File: src/hdl/uma_settings.svh
`ifndef UMA_SETTINGS_SVH
`define UMA_SETTINGS_SVH

// Shared sizes for the cartridge memory-sharing core

// Word address width of the shared RAM
// 16K words of 32 bits cover the full 64 KB host space
`define UMA_WORD_ADDR_WIDTH 14

// First word of the video region
// Host byte address 0x8000 maps here
`define UMA_VRAM_BASE 'h2000

// Words read by the fetcher on each line
`define UMA_LINE_WORDS 8

// Lines per frame, line index wraps after this
`define UMA_LINE_COUNT 16

`endif

File: src/hdl/ram_pkg.sv
`include "uma_settings.svh"

// Memory side types
package ram_pkg;

    // Byte lanes per RAM word
    localparam int LANE_COUNT = 4;

    // One RAM word
    typedef logic [31:0] word_t;

    // RAM word address
    typedef logic [`UMA_WORD_ADDR_WIDTH-1:0] word_addr_t;

    // Byte write enables, bit n writes byte n
    typedef logic [LANE_COUNT-1:0] lane_mask_t;

    // Same word seen two ways
    // Whole word for the RAM path, per-lane bytes for the host side
    // Lane 0 is the low byte (little endian)
    typedef union packed {
        word_t                          word;
        logic [LANE_COUNT-1:0][7:0]     lane;
    } ram_word_u;

endpackage

File: src/hdl/video_fetch.sv
`timescale 1ns/100ps

`include "uma_settings.svh"

// Video line fetcher
// Reads one line of words per line_start and streams them out
module video_fetch (
    input  logic                CLK,
    input  logic                CLK_BASE_READY,
    input  logic                frame_start,
    input  logic                line_start,

    // Arbiter client
    output logic                video_req,
    output ram_pkg::word_addr_t video_addr,
    input  logic                video_ack,
    input  ram_pkg::word_t      rdata,

    // Pixel stream
    output ram_pkg::word_t      pixel_word,
    output logic                pixel_valid,
    output logic                line_done
);
    import ram_pkg::*;

    // Extra bit so a full line count fits
    localparam int CNT_W = $clog2(`UMA_LINE_WORDS) + 1;
    localparam int IDX_W = $clog2(`UMA_LINE_COUNT);

    logic             active_q;
    logic [CNT_W-1:0] word_cnt_q;
    logic [IDX_W-1:0] line_idx_q;
    // First word of the current line
    word_addr_t       line_base_q;
    logic             line_end;

    assign line_end   = (word_cnt_q == CNT_W'(`UMA_LINE_WORDS));
    assign video_addr = line_base_q + word_addr_t'(word_cnt_q);

    always_ff @(posedge CLK or negedge CLK_BASE_READY) begin
        if (!CLK_BASE_READY) begin
            active_q    <= 1'b0;
            video_req   <= 1'b0;
            word_cnt_q  <= '0;
            line_idx_q  <= '0;
            pixel_valid <= 1'b0;
            line_done   <= 1'b0;
        end else begin
            pixel_valid <= 1'b0;
            line_done   <= 1'b0;
            if (!active_q) begin
                // line_start while busy is dropped
                if (line_start) begin
                    active_q   <= 1'b1;
                    video_req  <= 1'b1;
                    word_cnt_q <= '0;
                end
            end else if (video_req) begin
                if (video_ack) begin
                    video_req   <= 1'b0;
                    pixel_valid <= 1'b1;
                    word_cnt_q  <= word_cnt_q + 1'b1;
                end
            end else if (line_end) begin
                active_q  <= 1'b0;
                line_done <= 1'b1;
                if (line_idx_q == IDX_W'(`UMA_LINE_COUNT - 1)) begin
                    line_idx_q <= '0;
                end else begin
                    line_idx_q <= line_idx_q + 1'b1;
                end
            end else begin
                // Gap cycle after each ack, then the next word
                video_req <= 1'b1;
            end
            // Frame restart wins over line advance
            if (frame_start) begin
                line_idx_q <= '0;
            end
        end
    end

    always_ff @(posedge CLK) begin
        if (!active_q && line_start) begin
            line_base_q <= word_addr_t'(`UMA_VRAM_BASE + line_idx_q * `UMA_LINE_WORDS);
        end
        if (video_req && video_ack) begin
            pixel_word <= rdata;
        end
    end

endmodule

File: config.mk
export PLATFORM = sky130hd
export DESIGN_NAME = video_fetch
export DESIGN_NICKNAME = d
export VERILOG_FILES = /design/src/hdl/ram_pkg.sv /design/src/hdl/video_fetch.sv
export VERILOG_INCLUDE_DIRS = /design/src /design/src/hdl
export SDC_FILE = /design/constraint.sdc
export NUM_CORES = 1
export LEC_CHECK = 0
export ABC_AREA = 1
export BUFFER_PORTS_ARGS = -buffer_cell sky130_fd_sc_hd__buf_4
export CAP_MARGIN = 20
export CORE_ASPECT_RATIO = 1.75
export CORE_MARGIN = 4
export CORE_UTILIZATION = 49
export CTS_CLUSTER_SIZE = 24
export DETAILED_ROUTE_END_ITERATION = 6
export PLACE_DENSITY = 0.84
export SYNTH_ARGS = -nofsm -noshare
export SYNTH_HDL_FRONTEND = slang
export SYNTH_SLANG_ARGS = --single-unit
File: constraint.sdc
create_clock -name CLK -period 4.7 [get_ports CLK]
set_clock_uncertainty 0.1 [all_clocks]
set_input_delay 0.94 -clock CLK [delete_from_list [all_inputs] [get_ports CLK]]
set_output_delay 0.94 -clock CLK [all_outputs]
set_load 0.005 [all_outputs]
# Word level (Yosys, flattened, before mapping)
# Index checks and enable logic that the tools add are counted.
# op_classes
add_sub_neg	4
n_eq_ne	5
n_mux	23
n_reduce_logical	8
# ops
operator	count
$mux W4	9
$add A14 B4 Y14	1
$add A14 B7 Y14 const A	1
$mux W1	14
$add A4 B1 Y4 const B	2
$eq A4 B4 Y1 const B	2
$ne A2 B2 Y1 const B	3
$reduce_and A3 Y1	2
$reduce_bool A2 Y1	3
$logic_and A1 B1 Y1	2
$logic_not A1 Y1	1
# totals
reg_bits	58
in_bits	37
word_cells	48

# Longest topological paths before layout
# depth
ltp_word	6
ltp_mapped	7
depth_no_buf	7

# Worst setup path before layout
# Ideal clock, no wire load.
# synth_timing
path_kind	input -> register
start	input port video_ack
end	register word_cnt_q[3]
arrival_time_ps	2189
slack_ps	2292
path_stages	7
path_cell_list	nand2_1 > inv_1 > nand2_1 > nand2_1 > nand3_1 > nand2_1 > nor2_1
# synth_via
elab_chain_cells	2
# synth_lines
item	line_no	text
start, declared	video_fetch.sv:16	input logic video_ack,
$ne A2 B2 Y1 (no line)	-	
$reduce_and A3 Y1 (no line)	-	
end signal, assigned	video_fetch.sv:62	word_cnt_q <= word_cnt_q + 1'b1;
end, declared	video_fetch.sv:31	logic [CNT_W-1:0] word_cnt_q;
# No other way between the ends.
# A chain may end at the register's enable or synchronous reset.

# Worst setup path in the final report
# layout_timing
start	register word_cnt_q[3]
end	output port video_addr[5]
# layout_via
elab_chain_cells	1
# layout_lines
item	line_no	text
$add A14 B4 Y14	video_fetch.sv:38	assign video_addr = line_base_q + word_addr_t'(word_cnt_q);
end, declared	video_fetch.sv:15	output ram_pkg::word_addr_t video_addr,
# No other way between the ends.

==> out/qor.csv <==
stage,metric,value,unit
hold_path,hold_class,in2async,
placement,port_buffers,79,
worst_setup_path,r2r_slack,3.28,ns
global_routing,overflow,0,
worst_setup_path,critPathMaxStageDelay,0.42,ns
final_layout,area_growth,39.8,%
global_routing,use_met3,4.72,%
worst_setup_path,cp-end-kind,output pin,
synthesis,synth_xor_area_share,1.45,%
global_routing,use_met2,26.2,%
floorplanning,core_area,0.00359,mm²
worst_setup_path,crit_path_start_kind,register,
timing,hold_viol,0,
floorplanning,ios,86,
worst_setup_path,r2r-end,word_cnt_q[3]$_DFFE_PN0P_,
clocking,clkLatencyLatePin,0.29,ns
clocking,postCtsHoldBufs,0,
synthesis,synth_cells,125,
clocking,post-cts-setup-buffer-count,0,
floorplanning,die_x,54.0,µm
timing,max_freq,406,MHz
timing,finalHoldWorstSlack,0.368,ns
worst_setup_path,cp.arrival,1.42,ns
synthesis,synthAdderAreaFrac,3.45,%
worst_setup_path,cp_cell_sequence,"ha_1, ha_1, xor2_1, buf_4",
power,ir_drop,0.000364,V
route,routed_wl,3700,µm
power,p_per_area,445,mW/mm²
worst_setup_path,critPathSlowestCell,dfrtp_1,
clocking,cts_buffers,5,
power,power_leakage,1.20,nW
timing,min_period,2.46,ns
route,viasPerCell,4.72,
synthesis,synth_edf_count,36,
timing,period_share,52.4,%
final_layout,drive_above_1_share,46.2,%
final_layout,layout_commonest_cell,buf_4,
final_layout,nNetsFinal,249,
final_layout,finalNonFillerCells,254,
global_routing,grt_pass1_wl,5060,µm
timing,rsz0062_at_grt,false,
synthesis,synth_area_leaders,"edfxtp_1, dfrtp_1, nand2_1",
final_layout,final_cell_mix,"buf_4, edfxtp_1, nand2_1",
synthesis,ys_types,20,
clocking,ctsRootBufferMaster,clkbuf_8,
synthesis,yosysTopAreaCell,edfxtp_1,
worst_setup_path,startpoint,word_cnt_q[3]$_DFFE_PN0P_,
global_routing,globalRouteTotalUtil,15.2,%
global_routing,grtUsageMet1,16.7,%
synthesis,synth_simple_gate_area_share,11.0,%
timing,setup_viol,0,
placement,place_hpwl,2890,µm
final_layout,final_util,70.7,%
outcome,status,"complete, no violations",
route,drt_iter0_markers,16,
global_routing,antenna_found_initial,0,
clocking,clockBufferDepth,2,
worst_setup_path,reg2reg_depth,7,
clocking,clock-sinks,48,
placement,dp_cells,245,
global_routing,busiest_layer,met2,
route,vias,1198,
synthesis,yosysTopAreaCellShare,59.5,%
clocking,clkSlewWorstSetupHoldPaths,0.09,ns
placement,place_congestion,0.818,
clocking,cts_resized,0,
clocking,htreeDepth,2,
global_routing,grt_pass1_vias,1063,
synthesis,synth.avg_cell_area,14.5,µm²
final_layout,antenna_cells,0,
worst_setup_path,r2r_start,video_req$_DFFE_PN0P_,
route,drc,0,
route,ant_nets,0,
worst_setup_path,cpMostUsedCell,ha_1,
worst_setup_path,endpoint,video_addr[5],
worst_setup_path,crit_fanout,4,
synthesis,syn-cell-area,0.00182,mm²
floorplanning,start_util,50.5,%
synthesis,synth_mux_area_share,0,%
synthesis,synth_seq_cells,48,
synthesis,async_reset_ff_share,25.0,%
synthesis,yosysWarnings,0,
global_routing,grt_max_degree,34,
floorplanning,rows,29,
timing,slew_viol_final,0,
floorplanning,die_height,88.5,µm
timing,tns,0,ns
synthesis,synth_top_family_by_area,simple AND/OR/NAND/NOR gates,
synthesis,synth-compound-area-share,1.86,%
worst_setup_path,required,3.66,ns
route,drt-pass1-iter-count,6,
synthesis,synth_ff_type,edfxtp_1,
flow_run,drv_cap,0,
route,wire_per_inst,14.5,µm
clocking,cts_tree,built,
worst_setup_path,path_class,reg2out,
floorplanning,dieArea,0.00478,mm²
final_layout,fillerInstances,236,
synthesis,ys_seq_area_share,76.1,%
per-layer routing:
layer	vias to the layer above	wire, µm
met5	-	0
met4	0	59
li1	572	-
met1	550	1260
met2	70	1880
met3	6	500
flip-flops by register name (all words and copies together) (netlist names):
register,count
video_req,1
line_base_q,4
line_idx_q,4
line_done,1
pixel_valid,1
active_q,1
pixel_word,32
word_cnt_q,4
stage by stage:
stage / worst slack (ns) / instance area (µm²) / power, W
floorplan: 2.29 / 1830 / 0.000731
global placement: 1.95 / 2410 / 0.000869
detailed placement: 1.90 / 2410 / 0.000881
CTS: 2.21 / 2510 / 0.00113
global route: 2.15 / 2540 / 0.00120
finish: 2.24 / 2540 / 0.00113
cell usage after synthesis (3+ instances only):
library cell and n:
buf_4 9, dfrtp_1 12, edfxtp_1 36, ha_1 5, inv_1 8, nand2_1 22
nand3_1 7, nor2_1 5, nor2_2 3, o21ai_0 3, xor2_1 3
power by group:
part | internal [W] | leakage [nW] | total (W) | switching (W)
clock | 0.000119 | 0.0434 | 0.000250 | 0.000130
combinational | 0.000148 | 0.658 | 0.000291 | 0.000144
sequential | 0.000548 | 0.496 | 0.000588 | 0.0000398
worst min path at each step:
stage | start | end | slack, ns | depth (start not counted)
after floorplan | line_idx_q[3]$_DFFE_PN0P_ | line_base_q[6]$_DFFE_PP_ | 0.38 | 0
after detailed placement | line_idx_q[3]$_DFFE_PN0P_ | line_base_q[6]$_DFFE_PP_ | 0.42 | 0
after CTS | CLK_BASE_READY | line_idx_q[1]$_DFFE_PN0P_ | 0.37 | 1
after global placement | line_idx_q[3]$_DFFE_PN0P_ | line_base_q[6]$_DFFE_PP_ | 0.41 | 0
final | CLK_BASE_READY | line_idx_q[1]$_DFFE_PN0P_ | 0.37 | 1
after global routing | CLK_BASE_READY | word_cnt_q[3]$_DFFE_PN0P_ | 0.36 | 1
worst max-delay path, delay by kind of cell, from the launching register on:
family     cells  cell delay [ns]
flops          1             0.42
xor+xnor       1             0.14
buf+inv        1             0.13
fa+ha+maj      2             0.44
cell type report:
| class | count | area (µm²) | area share, % |
|---|---|---|---|
| clock inverter | 2 | 15.0 | 0.591 |
| sequential | 48 | 1380 | 54.4 |
| multi-input combinational | 62 | 344 | 13.6 |
| tap | 46 | 57.6 | 2.27 |
| timing repair buffer | 80 | 621 | 24.4 |
| clock buffer | 6 | 82.6 | 3.25 |
| inverter | 10 | 37.5 | 1.48 |
cell families after synthesis:
| group | count (synthesis) |
|---|---|
| other | 2 |
| buffers and inverters | 19 |
| AND/OR/NAND/NOR | 42 |
| flip-flops | 48 |
| XOR/XNOR | 3 |
| adder cells (fa/ha/maj) | 5 |
| AO/OA/AOI/OAI | 6 |
No activity file was read; power rests on OpenSTA's default activity.
