$ cat config.mk
export PLATFORM = sky130hd
export DESIGN_NAME = uma_arbiter
export DESIGN_NICKNAME = d
export VERILOG_FILES = /design/src/hdl/ram_pkg.sv /design/src/hdl/bus_pkg.sv /design/src/hdl/uma_arbiter.sv
export VERILOG_INCLUDE_DIRS = /design/src /design/src/hdl
export SDC_FILE = /design/constraint.sdc
export NUM_CORES = 1
export LEC_CHECK = 0
export ABC_AREA = 1
export BUFFER_PORTS_ARGS = -buffer_cell sky130_fd_sc_hd__clkbuf_2
export CAP_MARGIN = 20
export CORE_AREA = 2 2 73 75
export CTS_CLUSTER_SIZE = 40
export DETAILED_ROUTE_END_ITERATION = 12
export DIE_AREA = 0 0 75 77
export SLEW_MARGIN = 30
export SYNTH_ARGS = -nofsm -noshare
export SYNTH_HDL_FRONTEND = slang
export SYNTH_SLANG_ARGS = --single-unit
$ cat constraint.sdc
create_clock -name CLK -period 1.9 [get_ports CLK]
set_clock_uncertainty 0.05 [all_clocks]
set_input_delay 0.19 -clock CLK [delete_from_list [all_inputs] [get_ports CLK]]
set_output_delay 0.19 -clock CLK [all_outputs]
set_load 0.1 [all_outputs]
$ cat src/hdl/uma_settings.svh
`ifndef UMA_SETTINGS_SVH
`define UMA_SETTINGS_SVH

// Shared sizes for the cartridge memory-sharing core

// Word address width of the shared RAM
// 16K words of 32 bits cover the full 64 KB host space
`define UMA_WORD_ADDR_WIDTH 14

// First word of the video region
// Host byte address 0x8000 maps here
`define UMA_VRAM_BASE 'h2000

// Words read by the fetcher on each line
`define UMA_LINE_WORDS 8

// Lines per frame, line index wraps after this
`define UMA_LINE_COUNT 16

`endif

$ cat src/hdl/ram_pkg.sv
`include "uma_settings.svh"

// Memory side types
package ram_pkg;

    // Byte lanes per RAM word
    localparam int LANE_COUNT = 4;

    // One RAM word
    typedef logic [31:0] word_t;

    // RAM word address
    typedef logic [`UMA_WORD_ADDR_WIDTH-1:0] word_addr_t;

    // Byte write enables, bit n writes byte n
    typedef logic [LANE_COUNT-1:0] lane_mask_t;

    // Same word seen two ways
    // Whole word for the RAM path, per-lane bytes for the host side
    // Lane 0 is the low byte (little endian)
    typedef union packed {
        word_t                          word;
        logic [LANE_COUNT-1:0][7:0]     lane;
    } ram_word_u;

endpackage

$ cat src/hdl/bus_pkg.sv
// Client side types
package bus_pkg;

    // Host byte address on the cartridge slot
    typedef logic [15:0] cart_addr_t;

    // Host data byte
    typedef logic [7:0] cart_byte_t;

    // Arbiter client index
    typedef logic client_t;

    // Client numbering
    localparam client_t CLIENT_CART  = 1'b0;
    localparam client_t CLIENT_VIDEO = 1'b1;

endpackage

$ cat src/hdl/uma_arbiter.sv
`timescale 1ns/100ps

// Two-client round-robin arbiter in front of the shared RAM
// Grant cycle drives the RAM, next cycle carries data and ack
module uma_arbiter (
    input  logic                CLK,
    input  logic                CLK_BASE_READY,

    // Cartridge client
    input  logic                cart_req,
    input  logic                cart_we,
    input  ram_pkg::word_addr_t cart_addr_w,
    input  ram_pkg::word_t      cart_wdata,
    input  ram_pkg::lane_mask_t cart_lanes,
    output logic                cart_ack,

    // Video client, reads only
    input  logic                video_req,
    input  ram_pkg::word_addr_t video_addr,
    output logic                video_ack,

    // Read data for whichever client is acked
    output ram_pkg::word_t      rdata,

    // RAM side
    output logic                ram_en,
    output logic                ram_we,
    output ram_pkg::word_addr_t ram_addr,
    output ram_pkg::word_t      ram_wdata,
    output ram_pkg::lane_mask_t ram_lanes,
    input  ram_pkg::word_t      ram_rdata
);
    import bus_pkg::*;

    // Access in flight, RAM data due this cycle
    logic    busy_q;
    // Client owning the access in flight
    client_t grant_q;
    // Client of the last finished access
    logic    last_q;
    // Client picked in this cycle
    client_t sel;

    // Tie goes to whoever was not served last
    always_comb begin
        if (cart_req && video_req) begin
            sel = ~last_q;
        end else if (video_req) begin
            sel = CLIENT_VIDEO;
        end else begin
            sel = CLIENT_CART;
        end
    end

    // Grant only from idle
    assign ram_en    = ~busy_q & (cart_req | video_req);
    assign ram_we    = ram_en & (sel == CLIENT_CART) & cart_we;
    assign ram_addr  = (sel == CLIENT_VIDEO) ? video_addr : cart_addr_w;
    // Write payload only ever comes from the cartridge side
    assign ram_wdata = cart_wdata;
    assign ram_lanes = cart_lanes;

    always_ff @(posedge CLK or negedge CLK_BASE_READY) begin
        if (!CLK_BASE_READY) begin
            busy_q  <= 1'b0;
            grant_q <= CLIENT_CART;
            // Cartridge wins the first tie
            last_q  <= CLIENT_VIDEO;
        end else if (busy_q) begin
            // Ack cycle, idle again next
            busy_q <= 1'b0;
            last_q <= grant_q;
        end else if (ram_en) begin
            busy_q  <= 1'b1;
            grant_q <= sel;
        end
    end

    // One-cycle ack pulses, data straight from the RAM register
    assign cart_ack  = busy_q & (grant_q == CLIENT_CART);
    assign video_ack = busy_q & (grant_q == CLIENT_VIDEO);
    assign rdata     = ram_rdata;

endmodule

[After elaboration in Yosys (flattened, before gate mapping)]
Cells that the tools add are included.
Storage, ports and cells
  memories kept: 0
  ROM bits: 0
  bits in writable memories: 0
  latch bits: 0
  word-level logic and storage cells: 20
  flip-flop bits (word level): 3
Cells by class
  reductions and logical operators: 2
  multiplexer cells: 5
  bitwise gates (word level): 10
  $lt $le $gt $ge: 0
  shift-type cells: 0
  div/mod/pow operators: 0
  multiply operators: 0
  add/subtract/negate cells: 0
  equal/unequal tests: 0
Operators by type and width (number)
  2-to-1 mux 14 bit: 1
  AND 1 bit: 5
  2-to-1 mux 1 bit: 4
  inverter 1 bit: 4
  AND reduction 2 bit: 1
  logical AND 1 bit: 1
  bitwise OR 1 bit: 1

[Logic depth before layout (Yosys ltp)]
  word-level depth: 5
  mapped depth: 6
  mapped depth without buffers: 5

[Least setup slack after synthesis]
OpenSTA, ideal clock, no wires.
  path kind: register to output
  start: reg busy_q
  end: out ram_we
  path buffers: 0
  required time: 1.660 ns
  cell stages (with the launch flop): 4
  data arrival time: 2.646 ns
  setup slack: -0.986 ns
  path through: dfrtp_1 > nor2_2 > nand2_1 > nor2_1
Between the ends
  longest elaborated chain between the ends: 4
Ends and longest elaborated chain
  start: declaration: line uma_arbiter.sv:36  | logic busy_q;
  start signal: assignment: line uma_arbiter.sv:65  | busy_q <= 1'b0;
  start signal: assignment: line uma_arbiter.sv:71  | busy_q <= 1'b0;
  start signal: assignment: line uma_arbiter.sv:74  | busy_q <= 1'b1;
  inverter 1 bit (no line)
  AND 1 bit: line uma_arbiter.sv:56  | assign ram_en = ~busy_q & (cart_req | video_req);
  net ram_en: line uma_arbiter.sv:26  | output logic ram_en,
  AND 1 bit (2 in a row): line uma_arbiter.sv:57  | assign ram_we = ram_en & (sel == CLIENT_CART) & cart_we;
  end: declaration: line uma_arbiter.sv:27  | output logic ram_we,
The timed path passes the listed nets, and every way through them passes these cells.

[Worst setup path after layout]
  start: reg last_q
  end: out ram_addr[10]
Between the ends
  longest elaborated chain between the ends: 3
Ends and longest elaborated chain
  start: declaration: line uma_arbiter.sv:40  | logic last_q;
  start signal: assignment: line uma_arbiter.sv:72  | last_q <= grant_q;
  inverter 1 bit: line uma_arbiter.sv:47  | sel = ~last_q;
  2-to-1 mux 1 bit: line uma_arbiter.sv:46  | if (cart_req && video_req) begin
  2-to-1 mux 14 bit: line uma_arbiter.sv:58  | assign ram_addr = (sel == CLIENT_VIDEO) ? video_addr : cart_addr_w;
  end: declaration: line uma_arbiter.sv:28  | output ram_pkg::word_addr_t ram_addr,
Every way passes these cells.

==> metrics.md <==
| Metric | Value |
|---|---|
| R2r setup slk | `0.67 ns` |
| CTS Sinks | `3` |
| Setup_tns | `0 ns` |
| Status | `finished, final reports clean` |
| Gr ovfl total | `0` |
| Crit-path cells | `nand2_2 > nand2_4 > inv_2 > nand2_1 > nand2_1 > clkbuf_4` |
| Via-per-instance ratio | `3.45` |
| Startpoint type of the worst setup path | `flop` |
| Pre-CTS WS | `0.223 ns` |
| Core Footprint | `4980 um^2` |
| Max_cap viols | `0` |
| Full die area | `5780 um^2` |
| Antenna viol nets, final | `0` |
| Maximum vdd drop | `0.232 mV` |
| YS warnings | `0` |
| First DRT Iteration DRCs | `4` |
| Seq cells post-synth | `3` |
| Worst setup EP type | `primary output` |
| Starting Density | `16.9%` |
| Crit path time final | `1.79 ns` |
| Synth Instances | `132` |
| Routed length per instance | `13.1 um` |
| Unrepaired setup endpoints after global routing | `false` |
| Register area share after synthesis | `9.08%` |
| Clock-pin slew on the worst setup and hold paths | `0.03 ns` |
| Final worst-path cycle share | `94.0%` |
| Synth Cell Area | `841 um^2` |
| Final Total Pwr | `0.867 mW` |
| Critical path arrival | `1.55 ns` |
| Total GRT Usage | `8.11%` |
| Post-CTS setup buffer count | `0` |
| Slowest-stage cell, CP | `dfstp_2` |
| Rows | `26` |
| Port buffer count | `50` |
| Total CTS buffers | `3` |
| Measured slew at the worst slew-check pin | `0.540 ns` |
| Layout cells sized above 1 | `51.3%` |
| Rel. slew slack | `64.1%` |
| Final hold violation count | `0` |
| Vias in the first global route | `671` |
| Lkg Pwr | `0.477 nW` |
| Number of fill cells | `589` |
| Max-slew violations | `0` |
| Remaining routing DRC violations | `0` |
| IO Pins | `187` |
| H-tree depth | `1` |
| Initial antenna violation count | `0` |
| Fmax achieved | `560 MHz` |
| Final hold slack | `0.275 ns` |
| GPL Wtd Cong | `0.602` |
| Max Fanout on Critical Path | `16` |
| Nets | `219` |
| Synthesized net count | `233` |
| Number of diodes | `0` |
| Cell Pwr Density | `1070 nW/um^2` |
| Final HPWL DP | `2.01 mm` |
| Max stage delay on crit path | `0.53 ns` |
| CP most frequent cell | `nand2_1` |
| Pin count of the biggest net entering global routing | `17` |
| Die Y-Extent | `77 um` |
| Hold Crit Class | `in -> reg` |
| Mean Syn Cell Area | `6.37 um^2` |
| Worst EP required | `1.66 ns` |
| Crit Path Category | `reg -> out` |
| Synth cell types | `12` |
| CTS root buffer | `clkbuf_8` |
| Final setup margin | `0.113 ns` |
| Clock buffer depth | `2` |
| Global-route wire length before repair | `3.39 mm` |
| Delay-heaviest family, CP | `flip-flops` |
| TritonCTS clock tree | `built` |
| Skew-Pair Late Insertion Delay | `0.22 ns` |
| Final WL | `2.45 mm` |
| Die X-Extent | `75 um` |
| DR vias | `645` |
| Final setup violation count | `0` |
| Synth-to-Final Area Change | `-4.02%` |
| Worst Path Buf+Inv | `2` |
| Drt first pass iters | `4` |
## tightest hold or removal path: stages
cell and delay [ns]:
clkbuf_2 0.11, nor2_1 0.08, nor2_4 0.12
## layout by cell type, fill, tap and decap left out
| cell | count |
|---|---|
| nand2_2 | 1 |
| dfrtp_1 | 2 |
| inv_2 | 1 |
| nor2_4 | 2 |
| clkbuf_4 | 11 |
| o21ai_0 | 1 |
| dlygate4sd3_1 | 1 |
| nor2_2 | 1 |
| clkbuf_1 | 1 |
| clkbuf_8 | 3 |
| inv_1 | 3 |
| buf_12 | 4 |
| dfstp_2 | 1 |
| clkbuf_2 | 35 |
| nor2_1 | 1 |
| nand2_1 | 48 |
| nand2_4 | 1 |
## cells in the mapped netlist
cell	number	area (um^2)
o21ai_0	1	5.00
nand2_1	48	180
inv_1	3	11.3
nand2_4	1	11.3
dfstp_2	1	26.3
buf_6	1	11.3
nand2_2	1	6.26
dfrtp_1	2	50.1
nor2_1	3	11.3
nor2_2	1	6.26
buf_4	69	518
inv_2	1	3.75
## path summary, 6_finish.rpt
| check | startpoint | endpoint | depth (start not counted) |
|---|---|---|---|
| worst min-delay path | cart_req | busy_q | 3 |
| worst min register to register | last_q | last_q | 2 |
| worst max register to register | last_q | grant_q | 5 |
| min in group asynchronous | CLK_BASE_READY | busy_q | 2 |
| max in group asynchronous | CLK_BASE_READY | last_q | 2 |
| worst max-delay path | last_q | ram_addr[10] | 6 |
## metrics by stage
step | util, % | std cells | instance area (um^2)
after floorplan | - | 132 | 856
after global placement | 14.6 | 182 | 724
after detailed placement | 14.6 | 182 | 724
after CTS | 15.7 | 187 | 782
after global routing | 16.2 | 187 | 807
final | 16.2 | 187 | 807
## power by group
group	internal [mW]	switching (mW)
clock network	0.143	0.0423
registers	0.0808	0.0108
logic	0.130	0.460
total	0.354	0.513
## routing by layer
layer	GRT usage (%)	share of wire [%]
met5	0	0
met4	8.39	8.6
met3	4.60	16
met2	13.9	49
met1	5.50	26
## cell families after synthesis
family                 after synthesis  synth area share (%)
buffers and inverters               74                  64.7
and+or+nand+nor                     54                  25.6
DFF                                  3                  9.08
AOI/OAI and AO/OA                    1                 0.595
## layout make-up
class	count	area (um^2)	area share, %
Clock buffer	4	45.0	5.58
Inverter	4	15.0	1.86
Multi-Input combinational cell	55	235	29.1
Sequential cell	3	76.3	9.46
Tap cell	70	87.6	10.9
Timing Repair Buffer	51	348	43.1
## sequential cells by signal, indices dropped and copies added, names as in the netlist
register and cells:
grant_q 1, last_q 1, busy_q 1
## what timing repair did
item | CTS | global route
endpoints found under the setup margin | 1 | 10
endpoints found under the hold margin | 3 | 0
hold buffers | 1 | 0
pin swaps | 0 | 0
resized for setup | 1 | 20
(Power assumes the default switching activity.)
