File: src/hdl/uma_settings.svh
`ifndef UMA_SETTINGS_SVH
`define UMA_SETTINGS_SVH

// Shared sizes for the cartridge memory-sharing core

// Word address width of the shared RAM
// 16K words of 32 bits cover the full 64 KB host space
`define UMA_WORD_ADDR_WIDTH 14

// First word of the video region
// Host byte address 0x8000 maps here
`define UMA_VRAM_BASE 'h2000

// Words read by the fetcher on each line
`define UMA_LINE_WORDS 8

// Lines per frame, line index wraps after this
`define UMA_LINE_COUNT 16

`endif

File: src/hdl/ram_pkg.sv
`include "uma_settings.svh"

// Memory side types
package ram_pkg;

    // Byte lanes per RAM word
    localparam int LANE_COUNT = 4;

    // One RAM word
    typedef logic [31:0] word_t;

    // RAM word address
    typedef logic [`UMA_WORD_ADDR_WIDTH-1:0] word_addr_t;

    // Byte write enables, bit n writes byte n
    typedef logic [LANE_COUNT-1:0] lane_mask_t;

    // Same word seen two ways
    // Whole word for the RAM path, per-lane bytes for the host side
    // Lane 0 is the low byte (little endian)
    typedef union packed {
        word_t                          word;
        logic [LANE_COUNT-1:0][7:0]     lane;
    } ram_word_u;

endpackage

File: src/hdl/bus_pkg.sv
// Client side types
package bus_pkg;

    // Host byte address on the cartridge slot
    typedef logic [15:0] cart_addr_t;

    // Host data byte
    typedef logic [7:0] cart_byte_t;

    // Arbiter client index
    typedef logic client_t;

    // Client numbering
    localparam client_t CLIENT_CART  = 1'b0;
    localparam client_t CLIENT_VIDEO = 1'b1;

endpackage

File: src/hdl/cart_port.sv
`timescale 1ns/100ps

// Cartridge slot slave
// One host cycle becomes one byte access to the shared RAM
module cart_port (
    input  logic                CLK,
    input  logic                CLK_BASE_READY,

    // Host pins
    input  logic                cart_sltsl_n,
    input  logic                cart_rd_n,
    input  logic                cart_wr_n,
    input  bus_pkg::cart_addr_t cart_addr,
    input  bus_pkg::cart_byte_t cart_data_in,
    output bus_pkg::cart_byte_t cart_data_out,
    output logic                cart_data_oe,
    output logic                cart_wait_n,

    // Arbiter client
    output logic                cart_req,
    output logic                cart_we,
    output ram_pkg::word_addr_t cart_addr_w,
    output ram_pkg::word_t      cart_wdata,
    output ram_pkg::lane_mask_t cart_lanes,
    input  logic                cart_ack,
    input  ram_pkg::word_t      rdata
);
    import ram_pkg::*;
    import bus_pkg::*;

    localparam logic [1:0] ST_IDLE   = 2'd0;
    localparam logic [1:0] ST_ACCESS = 2'd1;
    localparam logic [1:0] ST_HOLD   = 2'd2;

    logic [1:0] state_q;

    // Two-flop synchronizers, bit 1 is safe to use
    logic [1:0] sltsl_sync_q;
    logic [1:0] rd_sync_q;
    logic [1:0] wr_sync_q;
    logic       host_start;
    logic       host_released;

    // Access captured at cycle start
    cart_addr_t addr_q;
    cart_byte_t wbyte_q;
    ram_word_u  wdata_u;
    ram_word_u  rdata_u;

    always_ff @(posedge CLK or negedge CLK_BASE_READY) begin
        if (!CLK_BASE_READY) begin
            sltsl_sync_q <= 2'b11;
            rd_sync_q    <= 2'b11;
            wr_sync_q    <= 2'b11;
        end else begin
            sltsl_sync_q <= {sltsl_sync_q[0], cart_sltsl_n};
            rd_sync_q    <= {rd_sync_q[0], cart_rd_n};
            wr_sync_q    <= {wr_sync_q[0], cart_wr_n};
        end
    end

    // Slot selected with a read or write strobe
    assign host_start    = ~sltsl_sync_q[1] & (~rd_sync_q[1] | ~wr_sync_q[1]);
    // Host has ended its cycle
    assign host_released = sltsl_sync_q[1] | (rd_sync_q[1] & wr_sync_q[1]);

    always_ff @(posedge CLK or negedge CLK_BASE_READY) begin
        if (!CLK_BASE_READY) begin
            state_q      <= ST_IDLE;
            cart_req     <= 1'b0;
            cart_we      <= 1'b0;
            cart_wait_n  <= 1'b1;
            cart_data_oe <= 1'b0;
        end else begin
            case (state_q)
                ST_IDLE: if (host_start) begin
                    state_q     <= ST_ACCESS;
                    cart_req    <= 1'b1;
                    cart_we     <= ~wr_sync_q[1];
                    // Stall the host until the RAM answers
                    cart_wait_n <= 1'b0;
                end
                ST_ACCESS: if (cart_ack) begin
                    state_q      <= ST_HOLD;
                    cart_req     <= 1'b0;
                    cart_wait_n  <= 1'b1;
                    cart_data_oe <= ~cart_we;
                end
                // Wait for the strobes to rise so one host cycle is one access
                ST_HOLD: if (host_released) begin
                    state_q      <= ST_IDLE;
                    cart_data_oe <= 1'b0;
                end
                default: state_q <= ST_IDLE;
            endcase
        end
    end

    always_ff @(posedge CLK) begin
        if (state_q == ST_IDLE && host_start) begin
            addr_q  <= cart_addr;
            wbyte_q <= cart_data_in;
        end
        // Read byte held for the rest of the host cycle
        if (state_q == ST_ACCESS && cart_ack && !cart_we) begin
            cart_data_out <= rdata_u.lane[addr_q[1:0]];
        end
    end

    always_comb begin
        // Byte in every lane, the mask picks the one that lands
        wdata_u.lane = {LANE_COUNT{wbyte_q}};
        rdata_u.word = rdata;
    end

    // Byte address 15:2 is the word address
    assign cart_addr_w = addr_q[15:2];
    assign cart_wdata  = wdata_u.word;
    assign cart_lanes  = lane_mask_t'(1) << addr_q[1:0];

endmodule

File: config.mk
export PLATFORM = sky130hd
export DESIGN_NAME = cart_port
export DESIGN_NICKNAME = d
export VERILOG_FILES = /design/src/hdl/ram_pkg.sv /design/src/hdl/bus_pkg.sv /design/src/hdl/cart_port.sv
export VERILOG_INCLUDE_DIRS = /design/src /design/src/hdl
export SDC_FILE = /design/constraint.sdc
export NUM_CORES = 1
export LEC_CHECK = 0
export BUFFER_PORTS_ARGS = -buffer_cell sky130_fd_sc_hd__buf_2
export CAP_MARGIN = 30
export CORE_ASPECT_RATIO = 1.1
export CORE_UTILIZATION = 40
export CTS_CLUSTER_SIZE = 24
export DETAILED_ROUTE_END_ITERATION = 8
export PLACE_DENSITY = 0.85
export SLEW_MARGIN = 10
export SYNTH_ARGS = -nofsm -noshare
export SYNTH_HDL_FRONTEND = slang
export SYNTH_SLANG_ARGS = --single-unit
File: constraint.sdc
create_clock -name CLK -period 8.6 [get_ports CLK]
set_clock_uncertainty 0.1 [all_clocks]
set_input_delay 0 -clock CLK [delete_from_list [all_inputs] [get_ports CLK]]
set_output_delay 0 -clock CLK [all_outputs]
set_load 0.02 [all_outputs]
Word-level counts from Yosys, hierarchy flattened --
Index checks and enable logic that the tools add are counted.
Cells by class: order comparisons 1, eq/ne operators 5, shift operators 1, mux-type cells 15, bitwise gates (word level) 8, reduce and logical (&&, ||, !) cells 11
Operators with widths (count):
- binary-select mux 8 bit (select 2 bit) | 1
- AND reduction 3 bit | 3
- two-way mux 8 bit | 1
- two-way mux 1 bit | 6
- two-way mux 2 bit | 3
- != test 2 bit, second input constant | 3
- case mux 1 bit (2 select lines) | 3
- case mux 2 bit (3 select lines) | 1
- NOT 1 bit | 4
- nonzero test 2 bit | 2
- << shifter 1 x 2 -> 4 bit, first input constant | 1
- logical AND 1 bit | 3
- less-than comparator 2 x 3 -> 1 bit, second input constant | 1
- bitwise AND 1 bit | 2
- == test 2 x 1 -> 1 bit, second input constant | 1
- == test 2 bit, second input constant | 1
- zero test 2 bit | 1
- OR 1 bit | 2
- AND reduction 2 bit | 1
- zero test 1 bit | 1
Storage, ports and cells: register bits 44, bits of input ports 62, output and inout bits 62, logic and storage cells 52

Depth between registers and ports, before layout --
Gate-level depths: netlist of run 1.
word-level depth 5, depth in mapped cells 3, gate-level depth less buffers 3

Worst setup path after synthesis of run 1 --
No wires, ideal clock.
kind register to register, start reg rd_sync_q[1], end reg addr_q[0] (enable), setup time 0.435 ns, data arrival time 2.220 ns, data required time 8.065 ns, path slack 5.845 ns, stages on the path, launching flop included 3, path buffers 0, period minus slack after synthesis 2.755 ns, cells stage by stage dfstp_2 a21o_1 nor3_1
Between the ends: word-level cells in the longest chain between the ends 4
RTL lines:
- from (decl) | RTL line cart_port.sv:39 | logic [1:0] rd_sync_q;
- from (signal assigned) | RTL line cart_port.sv:57 | rd_sync_q <= {rd_sync_q[0], cart_rd_n};
- NOT 1 bit | RTL line cart_port.sv:63 | assign host_start = ~sltsl_sync_q[1] & (~rd_sync_q[1] | ~wr_sync_q[1]);
- OR 1 bit | RTL line cart_port.sv:63
- bitwise AND 1 bit | RTL line cart_port.sv:63
- logical AND 1 bit | RTL line cart_port.sv:100 | if (state_q == ST_IDLE && host_start) begin
- to (signal assigned) | RTL line cart_port.sv:101 | addr_q <= cart_addr;
- to (decl) | RTL line cart_port.sv:45 | cart_addr_t addr_q;
No other way between the ends. A chain may end at the register's enable or synchronous reset.

Worst setup path in the final report of run 1 --
start reg addr_q[0], end reg cart_data_out[7], data pin
Between the ends: word-level cells in the longest chain between the ends 2
RTL lines:
- binary-select mux 8 bit (select 2 bit) | RTL line cart_port.sv:106 | cart_data_out <= rdata_u.lane[addr_q[1:0]];
- two-way mux 8 bit (not written as such) | RTL line cart_port.sv:106
- to (signal assigned) | RTL line cart_port.sv:106
- to (decl) | RTL line cart_port.sv:15 | output bus_pkg::cart_byte_t cart_data_out,
No other way between the ends. The select of a mux whose other input is x is not followed.

==> metrics.txt, run 1 <==
max_slew headroom 56.8%; Slew Viols, Final 0; most frequent cells in the layout 123 x buf_2, 34 x dlygate4sd3_1, 32 x edfxtp_1; type of origin of the critical path flop; leak pwr 1.24 nW; Worst Tran Pin Value 645 ps; CTS sink count 44; gr usage total 17.5%; post-synthesis simple-gate area fraction 3.62%; vias per cell 4.54; XOR/XNOR share of the synthesized area 0%; detailed-route DRC error count 0; Detail Placement HPWL 3170 um; CTS root buf clkbuf_8; cell area after layout 2740 um2; syn nets 179; Seq/Total Area, Yosys 66.8%; setup violators final 0; chip width 67.7 um; largest family of logic cells by synthesized area buffers and inverters; RSZ-0062 raised after global routing false; vias in the first global route 1,238; hold_ws 6.29 ps; CTS tree yes; outcome finished clean; Antenna Nets Post-Route 0; Critical Path Fanout Max 12; core box area 4440 um2; clk slew on worst S/H paths 80 ps; CTS Buffer Depth 2; CP endpoint kind flop; Max Clk Rate 450 MHz; first-pass GRT wire length 5930 um; clk_lat worst skew 280 ps; Placement Rows 25; n_diodes 0; share of layout cells above drive strength 1 59.3%; final hold viol count 0; Avg WL per Cell 15.0 um; Placer Congestion 0.784; fin crit share 25.8%; Adder-Cell Fraction of Synth Area 0%; Worst IR Drop VDD 0.000109 V; cell area after placement 2290 um2; Buffers on Ports 123; initial antenna violation count 0; Post-Route WL 4450 um; # H-tree levels 2; post-synth cell types 26; Crit Path Category reg -> reg; Die Height 74.3 um; Avg Cell Area, Syn 16.2 um2; register-to-register setup slack 6380 ps; Setup TNS 0 ps; Worst Path Required 8540 ps; minimum clock period 2220 ps; gr ovfl total 0; largest net degree at the start of global routing 25; worst min path class in -> async; die area 5030 um2; Pre-antenna DRT Iters 4; Resize count post-CTS 0; 1st-iter DRT viols 101; synthesized cell area 1900 um2; total power draw 557 uW; Yosys top cell area share 50.6%; total number of vias 1,347; ranking of synthesized cells by area edfxtp_1 51%, buf_4 15%, dfstp_2 9.7%, mux4_2 7.1%, dfrtp_1 6.6%; Max Cap Viol 0; area leader, netlist edfxtp_1; P&R area growth vs syn 44.2%; initial core utilization 42.8%; TritonCTS Buffers 5; FF+latch count, synth 44; compound-cell area share of the yosys netlist 3.09%; Cells after Synth 117; PD cells 203 nW/um2; Top Ports 124; Nets 304; mux share of post-synthesis cell area 10.4%; Yosys warnings 0; CP Data Arrival Time 2160 ps; most common cell after layout, fill and taps aside buf_2; fin util 61.7%
## worst paths after layout
| path | endpoint | from | cells after the start |
|---|---|---|---|
| max in group asynchronous | sltsl_sync_q[1] | CLK_BASE_READY | 2 |
| worst min-delay path | cart_data_oe | CLK_BASE_READY | 2 |
| worst max register to register | cart_data_out[7] | addr_q[0] | 2 |
| worst min register to register | wr_sync_q[1] | wr_sync_q[0] | 0 |
| min in group CLK | cart_data_out[6] | rdata[6] | 2 |
| worst max-delay path | cart_data_out[7] | addr_q[0] | 2 |
## cells by family after synthesis
logic type             Yosys count
AOI/OAI and AO/OA               10
buffers and inverters           41
and+or+nand+nor                 13
muxes                            9
DFF                             44
## sequential cells by signal, indices dropped and copies added, names as in the netlist
signal / cells
cart_data_oe: 1
state_q: 2
cart_data_out: 8
addr_q: 16
wbyte_q: 8
cart_we: 1
sltsl_sync_q: 2
rd_sync_q: 2
cart_wait_n: 1
wr_sync_q: 2
cart_req: 1
## layer usage
metal	track usage (%)	up-vias	part of all wire (%)
li1	-	636	-
met1	17.8	605	37
met2	31.7	101	49
met3	7.52	5	13
met4	5.67	0	1.2
met5	0	-	0
## cell usage after synthesis
| library cell | number |
|---|---|
| nand2_1 | 1 |
| edfxtp_1 | 32 |
| a21oi_1 | 1 |
| nor2_1 | 4 |
| mux4_2 | 6 |
| a2bb2oi_1 | 1 |
| mux2i_1 | 1 |
| buf_4 | 38 |
| and2b_1 | 1 |
| and2_1 | 1 |
| a21o_1 | 1 |
| mux4_1 | 2 |
| o21ai_0 | 5 |
| nor3_1 | 1 |
| o211ai_1 | 1 |
| inv_1 | 1 |
| buf_2 | 1 |
| or3_1 | 1 |
| dfstp_2 | 7 |
| buf_6 | 1 |
| o21ai_1 | 1 |
| nand2b_1 | 1 |
| nor2b_1 | 1 |
| nand3b_1 | 1 |
| nand3_1 | 1 |
| dfrtp_1 | 5 |
## through the flow
stage,setup slack [ps],instances
3_3_place_gp,6890,255
3_5_place_dp,6870,255
5_1_grt,6250,297
2_1_floorplan,5850,117
6_report,6380,297
4_1_cts,6360,297
## worst max-delay path: stages, from the launching register on
cell           delay, ps
edfxtp_1             680
mux4_1               620
dlygate4sd3_1        570
## layout make-up
class | instances | area, um2
flip-flops and latches | 44 | 1270
multi-input cells | 32 | 330
clock inverters | 3 | 37.5
clock buffers | 5 | 68.8
fillers | 343 | 1700
repair buffers | 158 | 963
well taps | 54 | 67.6
inverters | 1 | 3.75
## repair_timing
item,4_1_cts,5_1_grt
endpoints found under the hold margin,45,0
setup buffers,0,0
hold buffers,34,0
## where the power goes
part / switching, mW / internal [mW] / leakage, nW
combinational: 0.0739 / 0.0569 / 0.756
sequential: 0.0191 / 0.260 / 0.431
clock: 0.0628 / 0.0845 / 0.0532
(Power assumes the default switching activity.)
==> run 2, diff against run 1 <==
--- a/config.mk
+++ b/config.mk
@@ -6,13 +6,14 @@
 export SDC_FILE = /design/constraint.sdc
 export NUM_CORES = 1
 export LEC_CHECK = 0
+export ABC_AREA = 1
 export BUFFER_PORTS_ARGS = -buffer_cell sky130_fd_sc_hd__buf_2
 export CAP_MARGIN = 30
 export CORE_ASPECT_RATIO = 1.1
 export CORE_UTILIZATION = 40
 export CTS_CLUSTER_SIZE = 24
 export DETAILED_ROUTE_END_ITERATION = 8
-export PLACE_DENSITY = 0.85
+export PLACE_DENSITY = 0.84
 export SLEW_MARGIN = 10
 export SYNTH_ARGS = -nofsm -noshare
 export SYNTH_HDL_FRONTEND = slang
==> constraint.sdc (replaced) <==
create_clock -name CLK -period 2.09 [get_ports CLK]
set_clock_uncertainty 0.1 [all_clocks]
set_input_delay 0 -clock CLK [delete_from_list [all_inputs] [get_ports CLK]]
set_output_delay 0 -clock CLK [all_outputs]
set_load 0.02 [all_outputs]
==> run 2 against run 1 <==
  * Sequential cell count stayed put
  * Die area is 4.3% higher
  * Largest cell class unchanged
  * First-iteration DRC count is 49% lower
==> metrics.txt, run 2 <==
outcome finished clean; leak pwr 1.50 nW; Detail Placement HPWL 3000 um; fin util 63.8%; initial core utilization 42.1%; number of synthesized flops with an enable pin 32; Crit Path Category reg -> reg; Max Cap Viol 0; PD cells 867 nW/um2; Antenna Nets Post-Route 0; gr usage total 17.0%; total power draw 2.61 mW; CTS root buf clkbuf_8; Max Clk Rate 519 MHz; max reg flops 16; chip width 69.2 um; Nets 382; clk_lat worst skew 290 ps; share of layout cells above drive strength 1 48.6%; Avg WL per Cell 12.1 um; total number of vias 1,686; CP endpoint kind flop; fin crit share 92.2%; hold_ws 8.63 ps; post-synth cell types 18; Top FF cell, synth edfxtp_1; 1st-iter DRT viols 52; CTS tree yes; syn nets 238; detailed-route DRC error count 0; Yosys top cell area share 48.4%; ranking of synthesized cells by area edfxtp_1 48%, buf_4 14%, nand2_1 12%, dfstp_2 9.3%, dfrtp_1 6.3%; Worst IR Drop VDD 0.000364 V; Placer Congestion 0.731; CP Cell Sequence buf_4 -> nand2_1 -> inv_1 -> nand2_1 -> nand3_2 -> dlygate4sd3_1; FFs w/ async S/R, synth 27.3%; Buffers on Ports 123; RSZ-0062 raised after global routing false; Post-Layout Cell Count 377; Seq/Total Area, Yosys 64.0%; synthesized cell area 1990 um2; top-count cell post-synth nand2_1; final hold viol count 0; Placement Rows 26; Top Ports 124; worst min path class in -> reg; CTS sink count 44; Post-Route WL 4550 um; most common cell after layout, fill and taps aside buf_2; Top reg by flops addr_q; CP Data Arrival Time 1870 ps; Critical Path Fanout Max 8; top cells by count, synth 66 x nand2_1, 38 x buf_4, 32 x edfxtp_1; Crit path top cell by count nand2_1; CTS Buffer Depth 2; Pre-antenna DRT Iters 4; Worst Path Required 2040 ps; Cells after Synth 176; initial antenna violation count 0; Worst Tran Pin Value 325 ps; setup slack after layout 162 ps; cell area after layout 3010 um2; largest registers addr_q x16, cart_data_out x8, wbyte_q x8; TritonCTS Buffers 5; first-pass GRT wire length 6780 um; P&R area growth vs syn 51.5%; max_slew headroom 78.4%; type of origin of the critical path flop; vias in the first global route 1,513; vias per cell 4.47; cell area after placement 2390 um2; gr ovfl total 0; setup violators final 0; Yosys warnings 0; largest net degree at the start of global routing 23; clk slew on worst S/H paths 80 ps; # H-tree levels 2; FF+latch count, synth 44; largest stage delay on the critical path 550 ps; minimum clock period 1930 ps; area leader, netlist edfxtp_1; dpl cells 318; Slew Viols, Final 0; Die Height 75.9 um; Place WS 446 ps; Setup TNS 0 ps; core box area 4720 um2; die area 5250 um2; most frequent cells in the layout 123 x buf_2, 66 x nand2_1, 48 x dlygate4sd3_1; Avg Cell Area, Syn 11.3 um2; n_diodes 0; Crit-path slowest cell dlygate4sd3_1
[run 2: path summary, 6_finish.rpt]
path / startpoint / to / slack, ps / depth (start not counted)
max: addr_q[0] / cart_data_out[0] / 160 / 6
min: rdata[4] / cart_data_out[4] / 9 / 5
max reg2reg: addr_q[0] / cart_data_out[0] / 160 / 6
min reg2reg: wr_sync_q[0] / wr_sync_q[1] / 260 / 0
max in group asynchronous: CLK_BASE_READY / state_q[0] / 970 / 3
min in group asynchronous: CLK_BASE_READY / cart_wait_n / 230 / 2
[run 2: area by class of cell]
| class | count | area [um2] |
|---|---|---|
| clock buffers | 5 | 68.8 |
| clock inverters | 3 | 46.3 |
| fillers | 384 | 1710 |
| flip-flops and latches | 44 | 1270 |
| well taps | 56 | 70.1 |
| repair buffers | 176 | 1130 |
| multi-input cells | 84 | 380 |
| inverters | 9 | 38.8 |
[run 2: repair_timing]
item	CTS	global route
setup buffers	0	3
resized for setup	0	0
hold endpoints to repair	50	0
endpoints found under the setup margin	0	7
hold buffers	48	0
[run 2: cells by family (layout without fill, tap and decap cells)]
logic type	Yosys count	after routing	share of synthesized area [%]
AND/OR/NAND/NOR	82	82	18.7
buffers and inverters	48	193	16.9
flip-flops	44	44	64.0
AO/OA/AOI/OAI	2	2	0.504
[run 2: report_power, final]
part | leakage, nW | internal, mW | switching (mW) | total, mW
sequential | 0.432 | 1.11 | 0.0746 | 1.19
combinational | 1.01 | 0.304 | 0.460 | 0.764
clock | 0.0548 | 0.360 | 0.298 | 0.658
[run 2: critical path: cells and delay by family, from the launching register on]
family / cells / cell delay (ps)
buffers and inverters: 3 / 840
and+or+nand+nor: 3 / 200
DFF: 1 / 540
[run 2: routing by layer]
layer	track usage (%)	wire length, um	vias up
li1	-	-	815
met2	33.4	2460	103
met5	0	0	-
met4	8.62	110	0
met1	16.8	1620	758
met3	4.50	355	10
==> run 3, diff against run 2 <==
--- a/config.mk
+++ b/config.mk
@@ -10,10 +10,10 @@
 export BUFFER_PORTS_ARGS = -buffer_cell sky130_fd_sc_hd__buf_2
 export CAP_MARGIN = 30
 export CORE_ASPECT_RATIO = 1.1
-export CORE_UTILIZATION = 40
+export CORE_UTILIZATION = 42
 export CTS_CLUSTER_SIZE = 24
 export DETAILED_ROUTE_END_ITERATION = 8
-export PLACE_DENSITY = 0.84
+export PLACE_DENSITY = 0.87
 export SLEW_MARGIN = 10
 export SYNTH_ARGS = -nofsm -noshare
 export SYNTH_HDL_FRONTEND = slang
==> run 3 against run 2 <==
  * Combinational power is 2% higher
  * Clock power is 20% lower
  * Sequential power hardly changed
  * Via count is 2.0% higher
  * Clock-buffer cell count stayed put
  * Critical endpoint unchanged
==> metrics.txt, run 3 (same netlist as run 2, synthesis figures left out) <==
outcome finished clean; Avg WL per Cell 12.8 um; Max Clk Rate 515 MHz; gr usage total 20.2%; Setup TNS 0 ps; P&R area growth vs syn 52.2%; Filler cells 338; minimum clock period 1940 ps; detailed-route DRC error count 0; Crit path top cell by count nand2_1; TritonCTS Buffers 5; largest stage delay on the critical path 550 ps; CP endpoint kind flop; initial antenna violation count 0; CTS sink count 44; total number of vias 1,719; FF+latch area 1270 um2; share of layout cells above drive strength 1 48.5%; most common cell after layout, fill and taps aside buf_2; clk_lat worst skew 300 ps; initial core utilization 45.0%; setup violators final 0; die area 5010 um2; CTS tree yes; vias in the first global route 1,607; CTS Buffer Depth 2; chip width 67.6 um; Detail Placement HPWL 2990 um; Crit Path Category reg -> reg; max reg flops 16; first-pass GRT wire length 7170 um; type of origin of the critical path flop; Post-Layout Cell Count 380; dpl cells 316; CTS root buf clkbuf_8; Pre-antenna DRT Iters 4; Multi-input gate area 380 um2; Nets 387; gr ovfl total 0; fin crit share 93.0%; most frequent cells in the layout 123 x buf_2, 66 x nand2_1, 51 x dlygate4sd3_1; Worst Tran Pin Value 308 ps; Slew Viols, Final 0; core box area 4410 um2; 1st-iter DRT viols 103; Critical Path Fanout Max 8; Crit-path slowest cell dlygate4sd3_1; RSZ-0062 raised after global routing false; max_slew headroom 79.5%; Resize count post-CTS 0; # H-tree levels 2; Die Height 74.1 um; n_diodes 0; Worst Path Required 2040 ps; PD cells 825 nW/um2; largest net degree at the start of global routing 25; vias per cell 4.52; Max Cap Viol 0; Antenna Nets Post-Route 0; Post-Route WL 4870 um; Worst IR Drop VDD 0.000523 V; clk slew on worst S/H paths 90 ps; Placement Rows 25; largest registers addr_q x16, cart_data_out x8, wbyte_q x8; CP Data Arrival Time 1890 ps; Top Ports 124; leak pwr 1.51 nW; Top reg by flops addr_q; worst min path class in -> reg; Buffers on Ports 123; Placer Congestion 0.802; final hold viol count 0; CP Cell Sequence buf_4 -> nand2_1 -> inv_1 -> nand2_1 -> nand3_2 -> dlygate4sd3_1
run 3: cell count changes in the layout (fill, tap and decap cells not counted):
cell	change
dlygate4sd3_1	+3
buf_4	+2
clkinv_2	+2
bufinv_16	-1
clkinv_4	+1
clkinvlp_4	-1
inv_6	-1
run 3: path summary, 6_finish.rpt:
check | cells after the start | slack (ps) | from | end
worst max-delay path | 6 | 150 | addr_q[0] | cart_data_out[0]
worst min-delay path | 5 | 10 | rdata[25] | cart_data_out[1]
worst max register to register | 6 | 150 | addr_q[0] | cart_data_out[0]
worst min register to register | 0 | 260 | sltsl_sync_q[0] | sltsl_sync_q[1]
max in group asynchronous | 3 | 990 | CLK_BASE_READY | state_q[1]
min in group asynchronous | 2 | 190 | CLK_BASE_READY | cart_wait_n
run 3: stage by stage:
| stage | setup WS, ps | hold WS, ps | power, mW | utilization, % | instance area (um2) |
|---|---|---|---|---|---|
| CTS | 17.0 | 0.108 | 2.49 | 67.7 | 2990 |
| floorplan | 431 | -396 | 1.70 | - | 1990 |
| finish | 147 | 14.0 | 2.49 | 68.5 | 3020 |
| detailed placement | 561 | -211 | 1.87 | 54.1 | 2390 |
| global route | 67.7 | 32.9 | 2.62 | 68.5 | 3020 |
| global placement | 590 | -219 | 1.85 | 54.1 | 2390 |
run 3: per-layer routing:
| metal | share of wire (%) | GRT usage [%] | vias up |
|---|---|---|---|
| li1 | - | - | 825 |
| met1 | 38 | 21.0 | 779 |
| met2 | 51 | 36.4 | 104 |
| met4 | 2.6 | 10.4 | 0 |
| met3 | 7.9 | 5.67 | 11 |
| met5 | 0 | 0 | - |
run 3: worst max-delay path: cells and delay by family, from the launching register on:
family	cells	cell delay, ps
buffers and inverters	3	850
flip-flops	1	530
AND/OR/NAND/NOR	3	210
run 3: final cells by class:
| class | instances | share of cell area, % |
|---|---|---|
| inverters | 9 | 1.28 |
| well taps | 54 | 2.24 |
| repair buffers | 181 | 39.0 |
| clock buffers | 5 | 2.28 |
| clock inverters | 3 | 0.621 |
| flip-flops and latches | 44 | 42.0 |
| multi-input cells | 84 | 12.6 |
run 3: where the power goes:
group / switching (mW) / total (mW) / internal [mW]
registers: 0.0750 / 1.19 / 1.11
clock network: 0.296 / 0.529 / 0.233
logic: 0.469 / 0.779 / 0.310
total: 0.840 / 2.49 / 1.65
run 3: repair_timing:
action                     in CTS  in global routing
setup endpoints to repair       0                  6
buffers inserted                0                  5
hold buffers                   51                  0
hold endpoints to repair       50                  0
